===== config.mk =====
export PLATFORM = sky130hd
export DESIGN_NAME = ssm_block
export DESIGN_NICKNAME = d
export VERILOG_FILES = /design/src/verilog/ssm_num_pkg.sv /design/src/verilog/ssm_stage_pkg.sv /design/src/verilog/ssm_block.sv /design/src/verilog/ssm_group_result.sv /design/src/verilog/ssm_state_update.sv /design/src/verilog/ssm_tile_decode.sv
export SDC_FILE = /design/constraint.sdc
export NUM_CORES = 1
export LEC_CHECK = 0
export BUFFER_PORTS_ARGS = -buffer_cell sky130_fd_sc_hd__buf_2
export CORE_MARGIN = 8
export CORE_UTILIZATION = 27
export CTS_CLUSTER_DIAMETER = 100
export DETAILED_ROUTE_END_ITERATION = 10
export PLACE_DENSITY = 0.41
export SETUP_SLACK_MARGIN = 0.2
export SYNTH_ARGS = -nofsm -noshare
export SYNTH_HDL_FRONTEND = slang
export SYNTH_HIERARCHICAL = 1
export SYNTH_SLANG_ARGS = --single-unit
export TNS_END_PERCENT = 5

===== constraint.sdc =====
create_clock -name clk -period 28.6 [get_ports clk]
set_clock_uncertainty 0.15 [all_clocks]
set_input_delay 4.29 -clock clk [delete_from_list [all_inputs] [get_ports clk]]
set_output_delay 4.29 -clock clk [all_outputs]
set_load 0.05 [all_outputs]

===== src/verilog/decay_lut.mem =====
// one q8.8 hex word per line, line i holds round(256 * exp(-i/8)), index 0 first
0100
00E2
00C7
00B0
009B
0089
0079
006B
005E
0053
0049
0041
0039
0032
002C
0027
0023
001F
001B
0018
0015
0013
0010
000E
000D
000B
000A
0009
0008
0007
0006
0005


===== src/verilog/ssm_num_pkg.sv =====
// signed q8.8 in 16 bits only, adds wrap, multiplies truncate toward minus infinity, table path relative to project root
package ssm_num_pkg;

    // ========================================================================
    // numeric format
    // ========================================================================
    localparam int FRAC_BITS = 8;                    // q8.8 fraction bits

    typedef logic signed [15:0] data_t;             // one q8.8 value

    // ========================================================================
    // sizes
    // ========================================================================
    localparam int N_TILE          = 4;              // lanes handled per tile
    localparam int N_TOTAL         = 16;             // lanes per group
    localparam int TILES_PER_GROUP = N_TOTAL / N_TILE;

    typedef data_t [N_TILE-1:0] lane_vec_t;         // lane 0 sits in the low word
    typedef logic [$clog2(TILES_PER_GROUP)-1:0] tile_idx_t;

    // ========================================================================
    // decay table
    // ========================================================================
    localparam int    LUT_DEPTH = 32;                // entries approximate exp(-i/8)
    localparam int    LUT_SHIFT = 5;                 // product >> 5 gives the index
    localparam string LUT_FILE  = "/design/src/verilog/decay_lut.mem";

    typedef logic [$clog2(LUT_DEPTH)-1:0] lut_idx_t;

    // ========================================================================
    // arithmetic
    // ========================================================================

    // full 32 bit product, arithmetic shift back to q8.8, low 16 bits kept
    // overflow simply wraps, no saturation anywhere
    function automatic data_t q_mul(input data_t a, input data_t b);
        logic signed [31:0] prod;                    // full precision product
        prod = a * b;
        return data_t'(prod >>> FRAC_BITS);
    endfunction

endpackage

===== src/verilog/ssm_stage_pkg.sv =====
// payload structs between pipeline stages, H and P dimensions fixed at 1
package ssm_stage_pkg;

    // ========================================================================
    // one input tile as it arrives on the stream
    // ========================================================================

    // x and D are only sampled from the first tile of a group
    typedef struct packed {
        ssm_num_pkg::data_t     dt;                  // raw step size
        ssm_num_pkg::data_t     dt_bias;             // step size bias
        ssm_num_pkg::data_t     a;                   // decay rate, negative for real decay
        ssm_num_pkg::data_t     x;                   // input sample
        ssm_num_pkg::data_t     d;                   // skip gain
        ssm_num_pkg::lane_vec_t b;                   // input projection per lane
        ssm_num_pkg::lane_vec_t c;                   // output projection per lane
        ssm_num_pkg::lane_vec_t hprev;               // previous state per lane
    } tile_in_t;                                     // 272 bits

    // ========================================================================
    // tile after decode, tagged with its position in the group
    // ========================================================================
    typedef struct packed {
        tile_in_t tile;
        logic     first;                             // first tile of a group
        logic     last;                              // closes the group
    } decoded_t;                                     // 274 bits

    // ========================================================================
    // state update output, one per tile
    // ========================================================================

    // xd is only meaningful on the first tile of the group
    typedef struct packed {
        ssm_num_pkg::lane_vec_t hc;                  // h_next * c per lane
        ssm_num_pkg::data_t     xd;                  // x * d
        logic                   first;
        logic                   last;
    } lane_result_t;                                 // 82 bits

endpackage


===== src/verilog/ssm_block.sv =====
// selective scan block top, back-pressure on y stalls every stage, so tile_ready_o drops while a result waits
`timescale 1ns/1ns

module ssm_block (
    input  logic                    clk,
    input  logic                    rstn,
    input  logic                    tile_valid_i,
    output logic                    tile_ready_o,
    input  ssm_stage_pkg::tile_in_t tile_i,
    output ssm_num_pkg::data_t      y_o,
    output logic                    y_valid_o,
    input  logic                    y_ready_i
);
    import ssm_stage_pkg::*;

    logic         adv;                           // global stage enable
    logic         dec_valid;
    decoded_t     dec;
    logic         res_valid;
    lane_result_t res;

    // ========================================================================
    // stall control
    // ========================================================================
    assign adv          = ~(y_valid_o & ~y_ready_i); // freeze while y is unread
    assign tile_ready_o = adv;

    // ========================================================================
    // pipeline
    // ========================================================================
    ssm_tile_decode i_decode (
        .clk     (clk),
        .rstn    (rstn),
        .adv_i   (adv),
        .valid_i (tile_valid_i),
        .tile_i  (tile_i),
        .valid_o (dec_valid),
        .dec_o   (dec)
    );

    ssm_state_update i_update (
        .clk     (clk),
        .rstn    (rstn),
        .adv_i   (adv),
        .valid_i (dec_valid),
        .dec_i   (dec),
        .valid_o (res_valid),
        .res_o   (res)
    );

    ssm_group_result i_result (
        .clk       (clk),
        .rstn      (rstn),
        .adv_i     (adv),
        .valid_i   (res_valid),
        .res_i     (res),
        .y_o       (y_o),
        .y_valid_o (y_valid_o)
    );

endmodule


===== src/verilog/ssm_group_result.sv =====
// group sum plus x*d from the first tile, one result held until taken since nothing moves while it waits
`timescale 1ns/1ns

module ssm_group_result (
    input  logic                        clk,
    input  logic                        rstn,
    input  logic                        adv_i,
    input  logic                        valid_i,
    input  ssm_stage_pkg::lane_result_t res_i,
    output ssm_num_pkg::data_t          y_o,
    output logic                        y_valid_o
);
    import ssm_num_pkg::*;

    data_t tile_sum;                             // sum of this tile's lanes
    data_t acc_base;                             // accumulator before this tile
    data_t grp_total;                            // accumulator after this tile
    data_t xd_sel;
    data_t acc_q;                                // running group sum
    data_t xd_q;                                 // x*d held from the first tile
    logic  take;

    // ========================================================================
    // lane and tile summation
    // ========================================================================
    always_comb begin
        tile_sum = '0;
        for (int n = 0; n < N_TILE; n++) begin
            tile_sum = tile_sum + res_i.hc[n];   // wraps like every add
        end
    end

    assign acc_base  = res_i.first ? '0 : acc_q; // restart on a new group
    assign grp_total = acc_base + tile_sum;
    assign xd_sel    = res_i.first ? res_i.xd : xd_q;
    assign take      = adv_i & valid_i;

    always_ff @(posedge clk) begin
        if (take) begin
            acc_q <= grp_total;
            if (res_i.first)
                xd_q <= res_i.xd;
            if (res_i.last)
                y_o <= grp_total + xd_sel;       // y stays put until the next last tile
        end
    end

    // ========================================================================
    // output valid
    // ========================================================================

    // adv high means the old result was taken or never there
    // so the flag just follows a new last tile
    always_ff @(posedge clk or negedge rstn) begin
        if (!rstn) begin
            y_valid_o <= 1'b0;
        end else if (adv_i) begin
            y_valid_o <= valid_i & res_i.last;
        end
    end

endmodule


===== src/verilog/ssm_state_update.sv =====
// three stage q8.8 state update, decay comes from a 32 entry table loaded once at start-up and never written
`timescale 1ns/1ns

module ssm_state_update (
    input  logic                        clk,
    input  logic                        rstn,
    input  logic                        adv_i,
    input  logic                        valid_i,
    input  ssm_stage_pkg::decoded_t     dec_i,
    output logic                        valid_o,
    output ssm_stage_pkg::lane_result_t res_o
);
    import ssm_num_pkg::*;

    // stage one result
    typedef struct packed {
        lut_idx_t  idx;                          // decay table address
        data_t     dx;                           // delta * x
        lane_vec_t b;
        lane_vec_t c;
        lane_vec_t hprev;
        data_t     x;
        data_t     d;
        logic      first;
        logic      last;
    } s1_t;

    // stage two result
    typedef struct packed {
        data_t     da;                           // decay factor from table
        lane_vec_t dbx;                          // dx * b per lane
        lane_vec_t c;
        lane_vec_t hprev;
        data_t     x;
        data_t     d;
        logic      first;
        logic      last;
    } s2_t;

    data_t     lut [LUT_DEPTH];                  // exp(-i/8) in q8.8
    data_t     delta_sum;
    data_t     delta;                            // clamped at zero
    data_t     a_abs;
    data_t     decay_prod;
    logic [15:0] idx_full;                       // unsaturated table index
    lut_idx_t  idx_c;
    lane_vec_t dbx_c;
    lane_vec_t hnext_c;
    lane_vec_t hc_c;
    s1_t       s1_q;
    s2_t       s2_q;
    logic      s1_valid;
    logic      s2_valid;

    initial $readmemh(LUT_FILE, lut);

    // ========================================================================
    // stage one, delta clamp and table index
    // ========================================================================
    always_comb begin
        delta_sum  = dec_i.tile.dt + dec_i.tile.dt_bias;   // wraps
        delta      = delta_sum[15] ? '0 : delta_sum;         // stands in for softplus
        a_abs      = dec_i.tile.a[15] ? -dec_i.tile.a : '0;  // positive a gives no decay
        decay_prod = q_mul(delta, a_abs);
        idx_full   = $unsigned(decay_prod) >> LUT_SHIFT;     // product read as unsigned
        if (idx_full > 16'(LUT_DEPTH - 1))
            idx_c = lut_idx_t'(LUT_DEPTH - 1);               // saturate at the last entry
        else
            idx_c = lut_idx_t'(idx_full);
    end

    // ========================================================================
    // stage two and three lane math
    // ========================================================================
    always_comb begin
        for (int n = 0; n < N_TILE; n++) begin
            dbx_c[n]   = q_mul(s1_q.dx, s1_q.b[n]);
            hnext_c[n] = q_mul(s2_q.da, s2_q.hprev[n]) + s2_q.dbx[n];
            hc_c[n]    = q_mul(hnext_c[n], s2_q.c[n]);
        end
    end

    // valid bits move as a shift register under adv
    always_ff @(posedge clk or negedge rstn) begin
        if (!rstn) begin
            s1_valid <= 1'b0;
            s2_valid <= 1'b0;
            valid_o  <= 1'b0;
        end else if (adv_i) begin
            s1_valid <= valid_i;
            s2_valid <= s1_valid;
            valid_o  <= s2_valid;
        end
    end

    always_ff @(posedge clk) begin
        if (adv_i) begin
            s1_q      <= '{idx_c, q_mul(delta, dec_i.tile.x), dec_i.tile.b, dec_i.tile.c,
                           dec_i.tile.hprev, dec_i.tile.x, dec_i.tile.d,
                           dec_i.first, dec_i.last};
            s2_q.da   <= lut[s1_q.idx];          // table read lands here
            s2_q.dbx  <= dbx_c;
            s2_q.c    <= s1_q.c;
            s2_q.hprev <= s1_q.hprev;
            s2_q.x    <= s1_q.x;
            s2_q.d    <= s1_q.d;
            s2_q.first <= s1_q.first;
            s2_q.last <= s1_q.last;
            res_o.hc  <= hc_c;
            res_o.xd  <= q_mul(s2_q.x, s2_q.d);
            res_o.first <= s2_q.first;
            res_o.last <= s2_q.last;
        end
    end

endmodule


===== src/verilog/ssm_tile_decode.sv =====
// tiles must arrive in group order, a group is always TILES_PER_GROUP tiles with no gaps allowed in the count
`timescale 1ns/1ns

module ssm_tile_decode (
    input  logic                    clk,
    input  logic                    rstn,
    input  logic                    adv_i,       // pipeline advance, low while output stalls
    input  logic                    valid_i,
    input  ssm_stage_pkg::tile_in_t tile_i,
    output logic                    valid_o,
    output ssm_stage_pkg::decoded_t dec_o
);
    import ssm_num_pkg::*;

    tile_idx_t tile_cnt;                         // position of the next tile in its group
    logic      accept;                           // tile taken on this edge
    logic      grp_first;
    logic      grp_last;

    // ========================================================================
    // group position
    // ========================================================================
    assign accept    = adv_i & valid_i;
    assign grp_first = (tile_cnt == '0);
    assign grp_last  = (tile_cnt == tile_idx_t'(TILES_PER_GROUP - 1));

    always_ff @(posedge clk or negedge rstn) begin
        if (!rstn) begin
            tile_cnt <= '0;
        end else if (accept) begin
            if (grp_last)
                tile_cnt <= '0;                  // wrap for the next group
            else
                tile_cnt <= tile_cnt + 1'b1;
        end
    end

    // ========================================================================
    // input register
    // ========================================================================

    // valid follows adv so a bubble also moves down the pipe
    always_ff @(posedge clk or negedge rstn) begin
        if (!rstn) begin
            valid_o <= 1'b0;
        end else if (adv_i) begin
            valid_o <= valid_i;
        end
    end

    // payload only, flags ride with the tile
    always_ff @(posedge clk) begin
        if (accept) begin
            dec_o.tile  <= tile_i;
            dec_o.first <= grp_first;
            dec_o.last  <= grp_last;
        end
    end

endmodule


### After elaboration in Yosys (flattened, before gate mapping)

Index checks and enable logic that the tools add are counted.

| storage, ports and cells | value |
|---|---|
| register bits after elaboration | 879 |
| input port bits | 276 |
| word-level logic and storage cells | 106 |
| output and inout bits | 18 |

| cells by class | value |
|---|---|
| mux-type cells | 4 |
| bitwise operators | 6 |
| multiply operators | 14 |
| add/subtract/negate cells | 11 |
| equal/unequal tests | 1 |
| reduce and logical (&&, ||, !) cells | 2 |

Operators with widths:

| operator | count |
|---|---|
| multiplier 16 x 16 -> 24 bit | 14 |
| adder 16 bit | 10 |
| 2-to-1 mux 16 bit | 2 |
| 2-to-1 mux 15 bit | 1 |
| bitwise AND 1 bit | 4 |
| adder 2 x 1 -> 2 bit (second input constant) | 1 |
| == test 2 bit (second input constant) | 1 |
| logical NOT 2 bit | 1 |
| 2-to-1 mux 2 bit | 1 |
| inverter 1 bit | 2 |
| AND reduction 2 bit | 1 |

### Depth between registers and ports, before layout

| logic depth | value |
|---|---|
| depth after elaboration | 5 |
| depth in mapped cells | 23 |
| mapped depth without buffers | 22 |

### By module

The synthesis kept the hierarchy.

By module, submodules not included:

| module | times used | sequential area each (um^2) | area each (um^2) | cells an instance |
|---|---|---|---|---|
| ssm_state_update | 1 | 2657.5 | 10633.9 | 1014 |
| ssm_tile_decode | 1 | 8303.0 | 8388.0 | 288 |
| ssm_group_result | 1 | 1466.4 | 4664.5 | 436 |
| ssm_block | 1 | 0.0 | 6.3 | 1 |

### Least setup slack after synthesis

OpenSTA, ideal clock, no wires.

| timing path | value |
|---|---|
| kind | in2reg |
| start | input port y_ready_i |
| end | register i_decode/dec_o[0] (netlist bit) (enable) |
| setup slack | 15.237 ns |
| path buffers | 0 |
| data arrival time | 12.590 ns |
| stages | 3 |
| data required time | 27.826 ns |
| setup time | 0.624 ns |
| path through | nand2b_1 -> nand2_2 -> inv_1 |

| on the way | value |
|---|---|
| word-level cells in the longest chain between the ends | 4 |

Ends and longest elaborated chain:

| item | line | source |
|---|---|---|
| from (decl) | ssm_block.sv:12 | `input logic y_ready_i` |
| inverter 1 bit | ssm_block.sv:25 | `assign adv = ~(y_valid_o & ~y_ready_i);` |
| bitwise AND 1 bit | ssm_block.sv:25 |  |
| inverter 1 bit | ssm_block.sv:25 |  |
| bitwise AND 1 bit | ssm_tile_decode.sv:23 | `assign accept = adv_i & valid_i;` |
| via i_decode.accept | ssm_tile_decode.sv:16 | `logic accept;` |
| to (decl) | ssm_tile_decode.sv:11 | `output ssm_stage_pkg::decoded_t dec_o` |

The timed path passes the listed nets, and every way through them passes these cells.
A chain may end at the register's enable or synchronous reset.

### Final worst setup path

| timing path | value |
|---|---|
| start | input port y_ready_i |
| end | output port tile_ready_o |

| on the way | value |
|---|---|
| word-level cells in the longest chain between the ends | 3 |

Ends and longest elaborated chain:

| item | line | source |
|---|---|---|
| inverter 1 bit | ssm_block.sv:25 |  |
| bitwise AND 1 bit | ssm_block.sv:25 |  |
| inverter 1 bit | ssm_block.sv:25 |  |
| to (decl) | ssm_block.sv:8 | `output logic tile_ready_o,` |

Every way passes these cells.

==> summary.txt <==
Commonest cells after routing, fill and taps aside: inv_1 (367), fa_1 (231), edfxtp_1 (168)
Final wirelength: 32900 µm
Hpwl dp: 25000 µm
Crit path required time: 24160 ps
Fin. Hold Viols: 0
Drt pass-1 iters: 4
Yosys Warn Count: 6
CTS resizes: 0
Vias per cell: 4.04
Setup TNS: 0 ps
Clk pin slew, worst setup/hold paths: 80 ps
Vias in the first global route: 10600
PortBufs: 53
Slew HR: 36.3%
Largest net degree at the start of global routing: 69
Critical Path Fanout Max: 28
CTS tree: built
Total clock sinks: 175
Number of fill cells in the layout: 6320
Worst r2r path cells: 16
Synth Cell Area: 0.0165 mm²
Unrepaired setup endpoints after global routing: no
Clock latency on the worst-skew pair: 480 ps
Worst-Margin Slew: 955 ps
Routability cong.: 0.757
First-pass GRT wire length: 55200 µm
Worst Hold Depth: 0
Num rows: 90
Startpoint class of the critical path: input pin
DR iter-0 viols: 293
Die area: 0.0692 mm²
Die W: 263 µm
Met2 Use GR: 17.2%
Maxcap violations: 0
Routed Antenna Nets: 0
Layout cells sized above 1: 8.13%
# hold bufs at CTS: 0
Drt wl/cell: 14.1 µm
Final Net Count: 2147
Clock root buffer master: clkbuf_16
Postcts setup bufs: 0
Endpoint, Worst Hold: i_update/s1_q[29]$_DFFE_PP_
Commonest non-fill, non-tap cell in the layout: inv_1
Worst EP arrival: 5100 ps
Critical R2R Capture: i_update/res_o[17]$_DFFE_PP_
H-tree levels: 4
WS Path Type: in -> out
Vias post-DR: 9415
GR peak layer: met2
Cells after synthesis: 1499
Slack of the worst reg-to-reg path: 22070 ps
Hold Crit Start: i_decode/dec_o[221]$_DFFE_PP_
Finish-stage setup viols: 0
Tcrit/Tclk final: 33.4%
Total GRT Usage: 10.1%
Status: complete, no violations
Fmax achieved: 105 MHz
CTS Buf Count: 17
Max clock buf depth: 2
Max Slew Vio Count: 0
Met3 GRT Util: 2.03%
Syn avg cell area: 11.0 µm²
Min Tclk post-route: 9540 ps
Die Ht: 263 µm
Antenna violations before repair: 0
Core Footprint: 0.0604 mm²
RR Startpoint: i_update/s2_q[4]$_DFFE_PP_
Initial core utilization: 27.3%
Number of diodes: 0
Drc violations: 0
GR Overflow Total: 0
Crit end category: primary output
Area growth syn-to-layout: 9.03%
Met1 Track Usage GR: 12.9%
Hold Path Class: reg -> reg
Io pins: 294
-- worst max-delay path by stage --
stage	start	endpoint	depth (start not counted)
2_1_floorplan	y_ready_i	tile_ready_o	1
3_3_place_gp	y_ready_i	tile_ready_o	3
3_5_place_dp	y_ready_i	tile_ready_o	3
4_1_cts	y_ready_i	tile_ready_o	3
5_1_grt	y_ready_i	tile_ready_o	3
6_report	y_ready_i	tile_ready_o	3
-- area by class of cell --
class | count | area (µm²) | area share [%]
multi-input combinational | 916 | 9490 | 52.8
sequential | 175 | 5220 | 29.0
inverter | 368 | 1380 | 7.68
tap | 782 | 978 | 5.44
clock buffer | 17 | 425 | 2.37
timing repair buffer | 59 | 310 | 1.73
clock inverter | 15 | 166 | 0.926
-- flip-flops by register name (all words and copies together), names as in the netlist --
name	flops
i_update/res_o	18
i_update/s2_q	34
i_result/y_o	16
i_update/s1_valid	1
i_update/s1_q	34
i_update/s2_valid	1
i_update/valid_o	1
i_result/y_valid_o	1
i_result/xd_q	16
i_result/acc_q	16
i_decode/dec_o	34
i_decode/valid_o	1
i_decode/tile_cnt	2
-- worst max-delay path, stage by stage --
cell	delay, ps
buf_2	80
nand2b_4	370
buf_2	360
-- metal layers --
| metal | wire length, µm | part of all wire, % |
|---|---|---|
| met1 | 15600 | 47 |
| met2 | 15700 | 48 |
| met3 | 964 | 2.9 |
| met4 | 660 | 2.0 |
| met5 | 0 | 0 |
-- through the flow --
stage	std cells	util [%]	hold WS (ps)	worst slack, ps	area (µm²)
global route	2332	29.8	267	18990	18000
detailed placement	2300	28.8	255	19020	17400
finish	2332	29.8	261	19060	18000
global placement	2300	28.8	251	19030	17400
CTS	2332	29.8	264	19020	18000
floorplan	1562	-	250	17270	16700
Power is left out: the tool's default activity adds up to more than one toggle a clock period on the data nets, which glitch-free logic cannot reach.
